==> src/fc_pkg.sv <==
// Float word format and layer sizes shared by every RTL file of the layer, imported by wildcard
package fc_pkg;

  //////////////////////////////////////////////////////////////////////
  // Float word format
  //////////////////////////////////////////////////////////////////////

  localparam int WORD_W = 32;
  localparam int EXP_W = 8;
  localparam int MAN_W = 23;
  localparam int EXP_BIAS = 127;

  // Largest exponent kept when a result overflows
  localparam int EXP_MAX = 254;

  //////////////////////////////////////////////////////////////////////
  // Layer size
  //////////////////////////////////////////////////////////////////////

  localparam int NUM_NEURONS = 6;
  localparam int TAP_BUS_W = NUM_NEURONS * WORD_W;

  // One data word, seen either as raw bits or as float fields
  typedef union packed {
    logic [WORD_W-1:0] bits;
    struct packed {
      logic             sgn;
      logic [EXP_W-1:0] exp;
      logic [MAN_W-1:0] man;
    } f;
  } float_word_t;

endpackage

==> src/result_line.sv <==
// Output delay line that captures all neuron sums on first and shifts them out one per cycle
`timescale 1ns/1ps

module result_line (
  input  logic                          clk,
  input  logic                          reset,
  input  logic                          first,
  input  logic [fc_pkg::TAP_BUS_W-1:0]  sums,
  output fc_pkg::float_word_t           data_out_pre
);

  import fc_pkg::*;

  float_word_t slot [NUM_NEURONS];

  // Parallel load on first, else shift toward slot 0 with the last slot holding
  always_ff @(posedge clk) begin
    if (reset) begin
      for (int i = 0; i < NUM_NEURONS; i++) begin
        slot[i].bits <= '0;
      end
    end else if (first) begin
      for (int i = 0; i < NUM_NEURONS; i++) begin
        slot[i].bits <= sums[i*WORD_W +: WORD_W];
      end
    end else begin
      for (int i = 0; i < NUM_NEURONS - 1; i++) begin
        slot[i] <= slot[i+1];
      end
    end
  end

  assign data_out_pre = slot[0];

endmodule

==> config.mk <==
export PLATFORM = sky130hd
export DESIGN_NAME = result_line
export DESIGN_NICKNAME = d
export VERILOG_FILES = /design/src/fc_pkg.sv /design/src/result_line.sv
export SDC_FILE = /design/constraint.sdc
export NUM_CORES = 1
export LEC_CHECK = 0
export BUFFER_PORTS_ARGS = -buffer_cell sky130_fd_sc_hd__clkbuf_2
export CAP_MARGIN = 25
export CORE_UTILIZATION = 26
export CTS_CLUSTER_SIZE = 12
export DETAILED_ROUTE_END_ITERATION = 10
export GPL_TIMING_DRIVEN = 0
export PLACE_DENSITY = 0.53
export SETUP_SLACK_MARGIN = 0.15
export SYNTH_ARGS = -nofsm -noshare
export SYNTH_HDL_FRONTEND = slang
export SYNTH_SLANG_ARGS = --single-unit
export TNS_END_PERCENT = 10
==> constraint.sdc <==
create_clock -name clk -period 2.4 [get_ports clk]
set_input_delay 0.12 -clock clk [delete_from_list [all_inputs] [get_ports clk]]
set_output_delay 0.12 -clock clk [all_outputs]
set_load 0.05 [all_outputs]
==> out/qor.tcl <==
set qor(synthFlopType) {edfxtp_1}
set qor(hold_path.class) {in -> reg}
set qor(critPathMaxStageDelay_ns) 0.66
set qor(cts_tree) {built}
set qor(yosys.area.top_type_share_pct) 66.4
set qor(critical_path_arrival_ns) 1.38
set qor(rsz_0062_raised_after_global_routing) {no}
set qor(synth-adder-area-share_pct) 0
set qor(cpLargestDelayFamily) {simple AND/OR/NAND/NOR gates}
set qor(drt.antenna.violating_nets) 0
set qor(critical_path.endpoint_type) {register}
set qor(report.final.setup_viol) 0
set qor(post-route-drc-count) 0
set qor(synth_cell_type_count) 12
set qor(cts_root_buf) {clkbuf_16}
set qor(placementRows) 66
set qor(min-delay-start) {sums[60]}
set qor(synth-seq-area-share_pct) 66.4
set qor(design.final.nets) 1315
set qor(worst_relative_slew_slack_pct) 46.6
set qor(clock_path_buffers) 2
set qor(synth.area.mux_share_pct) 18.4
set qor(max_clock_freq_mhz) 764
set qor(netlist_instances) 618
set qor(cts_buffers) 17
set qor(min_delay_worst_endpoint) {slot[0][60]$_SDFFCE_PN0P_}
set qor(die_area_um2) 34200
set qor(grt_antenna_before_repair) 4
set qor(final_report_hold_violation_count) 0
set qor(wirelength_um) 20300
set qor(drt-pass1-iter-count) 4
set qor(cts_h_tree_lvls) 4
set qor(grt_first_pass_wirelength_um) 30400
set qor(via_count) 5693
set qor(yosys_register_bits) 192
set qor(synth-async-reset-ratio_pct) 0
set qor(synth_enable_flop_cells) 192
set qor(io_pins) 227
set qor(count_of_pins_over_their_slew_limit) 0
set qor(cells_along_the_critical_path) {buf_4 > buf_6 > buf_6 > or2_2}
set qor(largest_register_ffs) 192
set qor(fin_crit_ns) 1.31
set qor(synth.area.top_cells) {edfxtp_1, mux2i_1, nor2_1, buf_4, and2_1}
set qor(initial_util_pct) 26.6
set qor(worst_r2r_startpoint) {slot[0][160]$_SDFFCE_PN0P_}
set qor(vias_per_cell) 3.61
set qor(worstMarginPinSlew_ns) 0.801
set qor(die_x_um) 185
set qor(ys.warnings.count) 0
set qor(setup-tns-final_ns) 0
set qor(placement.io_buffers) 224
set qor(postSynthAreaPerCell_um2) 14.1
set qor(worst_setup_hold_path_clk_slew_ns) 0.07
set qor(worstPathMaxFanout) 32
set qor(timing.setup.critical_path_class) {in -> reg}
set qor(drive_above_1_share_pct) 27.5
set qor(hpwl_um) 15800
set qor(max-vdd-ir-drop_mv) 0.463
set qor(core_area_um2) 32700
set qor(synth_top_family_by_area) {multiplexers}
set qor(reg_to_reg_end) {slot[0][128]$_SDFFCE_PN0P_}
set qor(largest_register) {slot}
set qor(gp_congestion) 0.762
set qor(cap_violations) 0
set qor(synth_simple_gate_area_share_pct) 9.38
set qor(static-leakage-power_nw) 5.78
set qor(p_per_area_nw_per_um2) 617
set qor(fin_skew_ns) 0.0117
set qor(clock-sinks) 192
set qor(number_of_global_route_vias_before_repair) 5838
set qor(synth-compound-area-share_pct) 0
set qor(synthesis.area_um2) 8690
set qor(synth-xor-area-share_pct) 0
set qor(cp.buffers_inverters) 3
set qor(routed_wire_length_per_instance_um) 12.9
set qor(final_period_util_pct) 54.5
set qor(outcome) {completed}
set qor(required_ns) 2.47
set qor(global_route.overflow_total) 0
set qor(dr.first_iter.drc_count) 137
set qor(rr_worst_depth) 2
set qor(yosysTopAreaCell) {edfxtp_1}
set qor(grt_usage_pct) 12.4
set qor(reg2reg_slack_ns) 1.50
set qor(critical_path.most_common_cell) {buf_6}
set qor(synthToLayoutAreaGrowth_pct) 44.0
set qor(grt_max_degree) 33
set qor(dieHeight_um) 185
set qor(clock_latency_late_sink_ns) 0.44
set qor(hold_slack_ns) 0.0191
set qor(whs_path_depth) 3
set qor(layout_top_registers) {slot (192)}
set qor(cp-start-kind) {input port}
set qor(commonest_cells_post_synth) {edfxtp_1, mux2i_1, nor2_1}
set qor(cell_with_the_biggest_individual_delay_on_the_critical_path) {or2_2}
set qor(synth_most_common_cell) {edfxtp_1}
## through the flow
| step | cells | power (W) | utilization, % | worst slack [ns] | cell area [um2] |
|---|---|---|---|---|---|
| 2_1_floorplan | 777 | 0.00466 | - | 0.673 | 9290 |
| 3_3_place_gp | 1443 | 0.00497 | 33.5 | 0.138 | 11000 |
| 3_5_place_dp | 1443 | 0.00498 | 33.5 | 0.592 | 11000 |
| 4_1_cts | 1575 | 0.00782 | 38.2 | 1.07 | 12500 |
| 5_1_grt | 1578 | 0.00806 | 38.3 | 1.02 | 12500 |
| 6_report | 1578 | 0.00772 | 38.3 | 1.09 | 12500 |
## placed cells by master (no fill, tap or decap)
master,netlist,layout
buf_4,40,40
mux2i_1,160,160
and2b_1,1,1
inv_6,0,2
bufinv_16,0,1
clkinv_2,0,3
buf_2,6,6
and2_1,32,32
clkinv_4,0,4
buf_6,10,10
nor2_1,160,160
clkinv_1,0,4
clkbuf_2,3,227
clkinvlp_4,0,1
dlygate4sd3_1,0,100
edfxtp_1,192,192
conb_1,1,160
clkbuf_1,12,12
or2_2,0,1
diode_2,0,3
clkbuf_16,0,17
## metal layers
metal	global-route usage (%)	vias up	part of all wire, %	wire length, um
met5	0	-	0.064	13
met4	6.21	2	3.2	651
met3	2.44	35	3.5	705
met2	23.3	124	55	11100
met1	12.9	2521	39	7810
li1	-	3011	-	-
## worst max path at each step
stage,end,start,slack (ns),cells past startpoint
2_1_floorplan,slot[0][160]$_SDFFCE_PN0P_,first,0.67,4
3_3_place_gp,slot[0][169]$_SDFFCE_PN0P_,first,0.14,4
3_5_place_dp,slot[0][169]$_SDFFCE_PN0P_,first,0.59,4
4_1_cts,slot[0][165]$_SDFFCE_PN0P_,first,1.07,4
5_1_grt,slot[0][165]$_SDFFCE_PN0P_,first,1.02,4
6_report,slot[0][165]$_SDFFCE_PN0P_,first,1.09,4
## tightest hold or removal path, stage by stage
cell	delay [ns]
clkbuf_2	0.07
mux2i_1	0.06
nor2_1	0.08
## area by class of cell
class / instances / area [um2]
Timing Repair Buffer: 324 / 2120
Buffer: 71 / 503
Clock buffer: 17 / 425
Sequential cell: 192 / 5770
Antenna cell: 3 / 7.51
Tap cell: 442 / 553
Clock inverter: 15 / 120
Multi-Input combinational cell: 514 / 3020
Fill cell: 3267 / 20200
## cells by family after synthesis
kind of cell | Yosys count
buffers and inverters | 71
DFF | 192
muxes | 160
other | 1
and+or+nand+nor | 194
## power breakdown
part	internal, W	switching, W
Combinational	0.000487	0.000530
Clock	0.00142	0.00127
Sequential	0.00396	0.0000541
Total	0.00586	0.00186
## repair_timing
item,4_1_cts,5_1_grt
endpoints found under the hold margin,100,0
buffers inserted,0,0
resized for setup,0,0
hold buffers,100,0
(Power assumes the default switching activity.)
