File: config.mk
export PLATFORM = sky130hd
export DESIGN_NAME = neuron_mac
export DESIGN_NICKNAME = d
export VERILOG_FILES = /design/src/fc_pkg.sv /design/src/float_mul.sv /design/src/float_add.sv /design/src/neuron_mac.sv
export SDC_FILE = /design/constraint.sdc
export NUM_CORES = 2
export LEC_CHECK = 0
export BUFFER_PORTS_ARGS = -buffer_cell sky130_fd_sc_hd__buf_2
export CORE_ASPECT_RATIO = 0.6
export CORE_MARGIN = 2
export CORE_UTILIZATION = 54
export DETAILED_ROUTE_END_ITERATION = 16
export GPL_TIMING_DRIVEN = 0
export PLACE_DENSITY = 0.79
export SYNTH_ARGS = -nofsm -noshare
export SYNTH_HDL_FRONTEND = slang
export SYNTH_SLANG_ARGS = --single-unit
File: constraint.sdc
create_clock -name clk -period 37.5 [get_ports clk]
set_input_delay 7.5 -clock clk [delete_from_list [all_inputs] [get_ports clk]]
set_output_delay 7.5 -clock clk [all_outputs]
set_load 0.05 [all_outputs]
File: src/fc_pkg.sv
// Float word format and layer sizes shared by every RTL file of the layer, imported by wildcard
package fc_pkg;

  //////////////////////////////////////////////////////////////////////
  // Float word format
  //////////////////////////////////////////////////////////////////////

  localparam int WORD_W = 32;
  localparam int EXP_W = 8;
  localparam int MAN_W = 23;
  localparam int EXP_BIAS = 127;

  // Largest exponent kept when a result overflows
  localparam int EXP_MAX = 254;

  //////////////////////////////////////////////////////////////////////
  // Layer size
  //////////////////////////////////////////////////////////////////////

  localparam int NUM_NEURONS = 6;
  localparam int TAP_BUS_W = NUM_NEURONS * WORD_W;

  // One data word, seen either as raw bits or as float fields
  typedef union packed {
    logic [WORD_W-1:0] bits;
    struct packed {
      logic             sgn;
      logic [EXP_W-1:0] exp;
      logic [MAN_W-1:0] man;
    } f;
  } float_word_t;

endpackage

File: src/float_mul.sv
// Combinational float multiplier with truncation and saturation, one per neuron
`timescale 1ns/1ps

module float_mul (
  input  fc_pkg::float_word_t a,
  input  fc_pkg::float_word_t b,
  output fc_pkg::float_word_t p
);

  import fc_pkg::*;

  logic                      either_zero;
  logic                      sgn;
  logic [MAN_W:0]            man_a;
  logic [MAN_W:0]            man_b;
  logic [2*MAN_W+1:0]        prod;
  logic                      norm;
  logic [MAN_W-1:0]          man_res;
  logic signed [EXP_W+1:0]   exp_sum;

  // Exponent zero means the operand is zero
  assign either_zero = (a.f.exp == '0) || (b.f.exp == '0);
  assign sgn = a.f.sgn ^ b.f.sgn;

  // Hidden bits restored before the multiply
  assign man_a = {1'b1, a.f.man};
  assign man_b = {1'b1, b.f.man};
  assign prod = man_a * man_b;

  // Product lies in [1,4), so at most one bit of normalization
  assign norm = prod[2*MAN_W+1];
  assign man_res = norm ? prod[2*MAN_W:MAN_W+1] : prod[2*MAN_W-1:MAN_W];

  // Two extra bits keep the biased sum and its sign
  assign exp_sum = {2'b00, a.f.exp} + {2'b00, b.f.exp} + {{(EXP_W+1){1'b0}}, norm}
                 - (EXP_W+2)'(EXP_BIAS);

  always_comb begin
    p.bits = '0;
    if (either_zero) begin
      p.bits = '0;
    end else if (exp_sum <= 0) begin
      // Underflow flushes to the zero word
      p.bits = '0;
    end else if (exp_sum > EXP_MAX) begin
      p.f.sgn = sgn;
      p.f.exp = EXP_W'(EXP_MAX);
      p.f.man = '1;
    end else begin
      p.f.sgn = sgn;
      p.f.exp = exp_sum[EXP_W-1:0];
      p.f.man = man_res;
    end
  end

endmodule

File: src/float_add.sv
// Combinational float adder with alignment, truncation and renormalization, one per neuron
`timescale 1ns/1ps

module float_add (
  input  fc_pkg::float_word_t a,
  input  fc_pkg::float_word_t b,
  output fc_pkg::float_word_t s
);

  import fc_pkg::*;

  logic                      a_zero;
  logic                      b_zero;
  logic                      swap;
  logic                      same_sgn;
  float_word_t               big;
  float_word_t               lesser;
  logic [EXP_W-1:0]          exp_diff;
  logic [MAN_W:0]            man_big;
  logic [MAN_W:0]            man_small;
  logic [MAN_W+1:0]          sum_ext;
  logic [EXP_W+1:0]          exp_inc;
  logic [MAN_W:0]            dif;
  logic [4:0]                lz;
  logic [MAN_W:0]            dif_norm;
  logic signed [EXP_W+1:0]   exp_norm;

  assign a_zero = (a.f.exp == '0);
  assign b_zero = (b.f.exp == '0);

  //////////////////////////////////////////////////////////////////////
  // Magnitude ordering and alignment
  //////////////////////////////////////////////////////////////////////

  assign swap = (b.f.exp > a.f.exp) || ((b.f.exp == a.f.exp) && (b.f.man > a.f.man));
  assign big = swap ? b : a;
  assign lesser = swap ? a : b;
  assign same_sgn = (a.f.sgn == b.f.sgn);

  assign exp_diff = big.f.exp - lesser.f.exp;
  assign man_big = {1'b1, big.f.man};

  // Shift past the whole mantissa leaves nothing
  assign man_small = (exp_diff >= EXP_W'(MAN_W + 1)) ? '0
                   : ({1'b1, lesser.f.man} >> exp_diff);

  //////////////////////////////////////////////////////////////////////
  // Add path
  //////////////////////////////////////////////////////////////////////

  assign sum_ext = {1'b0, man_big} + {1'b0, man_small};
  assign exp_inc = {2'b00, big.f.exp} + (EXP_W+2)'(1);

  //////////////////////////////////////////////////////////////////////
  // Subtract path
  //////////////////////////////////////////////////////////////////////

  // Big mantissa is never below the aligned small one
  assign dif = man_big - man_small;

  // Leading zeros above the highest set bit
  always_comb begin
    lz = '0;
    for (int i = 0; i <= MAN_W; i++) begin
      if (dif[i]) begin
        lz = 5'(MAN_W - i);
      end
    end
  end

  assign dif_norm = dif << lz;
  assign exp_norm = {2'b00, big.f.exp} - {{(EXP_W-3){1'b0}}, lz};

  //////////////////////////////////////////////////////////////////////
  // Result select
  //////////////////////////////////////////////////////////////////////

  always_comb begin
    s.bits = '0;
    if (a_zero && b_zero) begin
      s.bits = '0;
    end else if (a_zero) begin
      s = b;
    end else if (b_zero) begin
      s = a;
    end else if (same_sgn) begin
      s.f.sgn = big.f.sgn;
      if (sum_ext[MAN_W+1]) begin
        // Carry out, renormalize one place
        if (exp_inc > EXP_MAX) begin
          s.f.exp = EXP_W'(EXP_MAX);
          s.f.man = '1;
        end else begin
          s.f.exp = exp_inc[EXP_W-1:0];
          s.f.man = sum_ext[MAN_W:1];
        end
      end else begin
        s.f.exp = big.f.exp;
        s.f.man = sum_ext[MAN_W-1:0];
      end
    end else if ((dif != '0) && (exp_norm > 0)) begin
      s.f.sgn = big.f.sgn;
      s.f.exp = exp_norm[EXP_W-1:0];
      s.f.man = dif_norm[MAN_W-1:0];
    end
    // Cancellation and underflow fall through to the zero word
  end

  // Only the zero word may carry a zero exponent
  always_comb begin
    assert final ((s.bits == '0) || (s.f.exp != '0))
      else $error("float_add returned a nonzero word with a zero exponent");
  end

endmodule

File: src/neuron_mac.sv
// Single neuron that multiplies the shared data by its tap and accumulates per vector
`timescale 1ns/1ps

module neuron_mac (
  input  logic                clk,
  input  logic                reset,
  input  logic                first,
  input  fc_pkg::float_word_t data,
  input  fc_pkg::float_word_t tap,
  output fc_pkg::float_word_t acc
);

  import fc_pkg::*;

  float_word_t prod;
  float_word_t acc_in;
  float_word_t acc_next;

  float_mul u_mul (
    .a (data),
    .b (tap),
    .p (prod)
  );

  // New vector starts from the zero word
  assign acc_in.bits = first ? '0 : acc.bits;

  float_add u_add (
    .a (acc_in),
    .b (prod),
    .s (acc_next)
  );

  always_ff @(posedge clk) begin
    if (reset) begin
      acc.bits <= '0;
    end else begin
      acc <= acc_next;
    end
  end

  // Accumulator must stay known once out of reset
  assert property (@(posedge clk) disable iff (reset) !$isunknown(acc.bits))
    else $error("neuron_mac accumulator went unknown");

endmodule

==> run_results.csv <==
group,metric,value,unit
critical_path,criticalPathCategory,"input pin to flop",
route,drt_iter0_drc,3688,
clock_network,cts-root-buf,"clkbuf_16",
min_path,hp-class,"flop to flop",
final_layout,final_cell_mix,"inv_1, fa_1, nand2_1",
final_layout,final_common_cell,"inv_1",
die,num_io_pins,99,
flow_run,maxCapViolCount,4,
clock_network,path_clk_slew,0.05,ns
critical_path,crit_arrival,37.24,ns
clock_network,cts_tree,"built",
final_layout,syn2layout_area_growth,5.398,%
clock_network,insertion_delay,0.28,ns
final_layout,final_area,30320,um^2
die,core_area,52620,um^2
timing,slew_viol_final,11,
final_layout,finalNonFillerCells,4439,
route,postRouteWirelength,113500,um
min_path,hold_depth,3,
clock_network,h-tree-depth,2,
final_layout,largest_reg_flops,32,
timing,setup_tns,0,ns
timing,max_freq,26.95,MHz
critical_path,critPathMaxStageDelay,1.05,ns
place,gp_congestion,1.094,
route,dr.pass1.iters,8,
synthesis,syn_avg_cell_area,7.933,um^2
die,die_y,182.8,um
place,dp_hpwl,98910,um
route,ant_nets,0,
synthesis,synthTopCellsByArea,"fa_1, ha_1, inv_1",
critical_path,critPathLaunch,"data[22]",
synthesis,postSynthCellCount,3626,
synthesis,yosysUniqueCellTypes,110,
critical_path,worst_setup_path_end_kind,"flop",
synthesis,ys.flop_type,"dfxtp_1",
critical_path,crit_path_top_delay_cell,"xor2_1",
clock_network,cts_sinks,32,
synthesis,synth_edf_count,0,
critical_path,r2r_end,"acc[20]$_SDFF_PP0_",
final_layout,finalNetCount,4544,
critical_path,startpoint_type,"input pin",
timing,fin_crit,37.10,ns
global_routing,grt_antenna_before_repair,4,
clock_network,holdBufCountCts,0,
die,die_area,55190,um^2
timing,rsz0062_at_grt,"no",
critical_path,r2r-start,"acc[28]$_SDFF_PP0_",
place,port_buffers,94,
global_routing,grt_max_degree,11,
timing,hold_violations,0,
critical_path,reg2reg_depth,51,
global_routing,grt_pass1_wl,166800,um
clock_network,numCtsBuffers,5,
synthesis,synth_top_area_share,33.75,%
min_path,min_from,"acc[24]$_SDFF_PP0_",
final_layout,drive_gt1_share,5.231,%
synthesis,syn-cell-area,28770,um^2
synthesis,synthArstFlopShare,0,%
die,fp-row-count,65,
synthesis,yosys_warnings,0,
clock_network,post_cts_resized,0,
critical_path,cpMostUsedCell,"inv_1",
timing,fin_crit_sh,98.95,%
route,viasPerCell,6.260,
route,vias,27790,
timing,clock_skew,0.003938,ns
timing,slew-limit-headroom,-12.99,%
synthesis,synth_top_area_cell,"fa_1",
run_status,violations,"capacitance limit, slew limit",
place,place_inst,4423,
run_status,status,"complete, but fails checks",
global_routing,grtUsageTotal,40.99,%
synthesis,ys_seq_area_share,2.227,%
route,drc,0,
synthesis,ys_ff_latch,32,
global_routing,grt_pass1_vias,25760,
route,detail_route.wl_per_cell,25.58,um
final_layout,regMostFlops,"acc",
timing,finalSetupViolations,0,
global_routing,gr-total-overflow,0,
clock_network,post_cts_buffers,0,
critical_path,path_max_fanout,10,
die,initial_core_util,54.67,%
final_layout,reg_top3,"acc x32",
critical_path,r2r_slack,21.85,ns
die,die_x,302.0,um
synthesis,syn_nets,4443,
place,place_area,30120,um^2
timing,worst_pin_slew,1.677,ns
critical_path,required,37.63,ns
critical_path,cp-endpoint,"acc[20]$_SDFF_PP0_",
clock_network,clockBufferDepth,2,
-- worst max-delay path: cells and delay by family --
kind / cells / cell delay, ns
buf+inv: 20 / 5.98
mux: 1 / 0.31
xor+xnor: 4 / 2.10
compound gates: 36 / 10.81
fa+ha+maj: 14 / 5.56
simple gates: 17 / 4.88
-- cell usage after synthesis (7+ instances only) --
master	count
o32ai_1	7
nor2_1	216
a21oi_1	153
o221ai_1	7
nand2_1	456
o211ai_1	29
o311ai_0	13
buf_2	7
nor2b_1	25
fa_1	485
ha_1	265
a21o_1	45
clkbuf_1	170
nor3b_1	7
nand2b_1	37
or2_2	10
nand4_1	19
mux2i_1	51
xnor2_1	64
nor3_1	53
and3_1	16
mux2_2	24
a311oi_1	7
o31ai_1	16
a211o_1	13
or3_1	20
dfxtp_1	32
xor2_1	20
o21bai_1	17
nor4_1	20
a31oi_1	25
nand3_1	40
o21ai_0	128
o211a_1	8
a211oi_1	23
inv_1	646
a22o_1	7
and2_1	232
o22ai_1	12
a221oi_1	16
a2111oi_0	10
o21a_1	24
-- stage by stage --
step,worst slack [ns],util (%),hold WS (ns)
final,0.3955,57.62,0.6454
after CTS,2.138,57.58,0.6502
after global routing,0.05724,57.59,0.6834
after detailed placement,1.895,57.23,0.6404
after floorplan,9.793,-,0.8093
after global placement,1.449,57.23,0.6465
-- kinds of logic after synthesis --
group,Yosys count,share of synthesized area [%]
multiplexers,79,2.949
flip-flops,32,2.227
buffers and inverters,841,11.14
XOR/XNOR,87,2.766
AO/OA/AOI/OAI,647,15.54
AND/OR/NAND/NOR,1190,20.10
adder cells (fa/ha/maj),750,45.28
-- routing by layer --
metal,share of wire [%],wire [um],GRT usage [%],up-vias
met4,1.4,1580,4.079,8
li1,-,-,-,11930
met3,20,23050,24.98,156
met5,0.26,291,2.557,-
met1,45,50750,64.06,13550
met2,33,37870,46.83,2149
-- cell type report --
class,instances,area [um^2]
timing repair buffer,94,470.5
tap,703,879.6
buffer,189,752.0
fill,4901,22300
inverter,652,2452
clock inverter,1,30.03
antenna,8,20.02
sequential,32,640.6
multi-input combinational,2753,24920
clock buffer,7,152.6
-- how the worst min path moves through the flow --
stage	end	slack, ns
3_5_place_dp	acc[24]$_SDFF_PP0_	0.64
2_1_floorplan	acc[23]$_SDFF_PP0_	0.81
3_3_place_gp	acc[24]$_SDFF_PP0_	0.65
5_1_grt	acc[24]$_SDFF_PP0_	0.68
6_report	acc[24]$_SDFF_PP0_	0.65
4_1_cts	acc[24]$_SDFF_PP0_	0.65
Power is left out: the tool's default activity adds up to more than one toggle a clock period on the data nets, which glitch-free logic cannot reach.
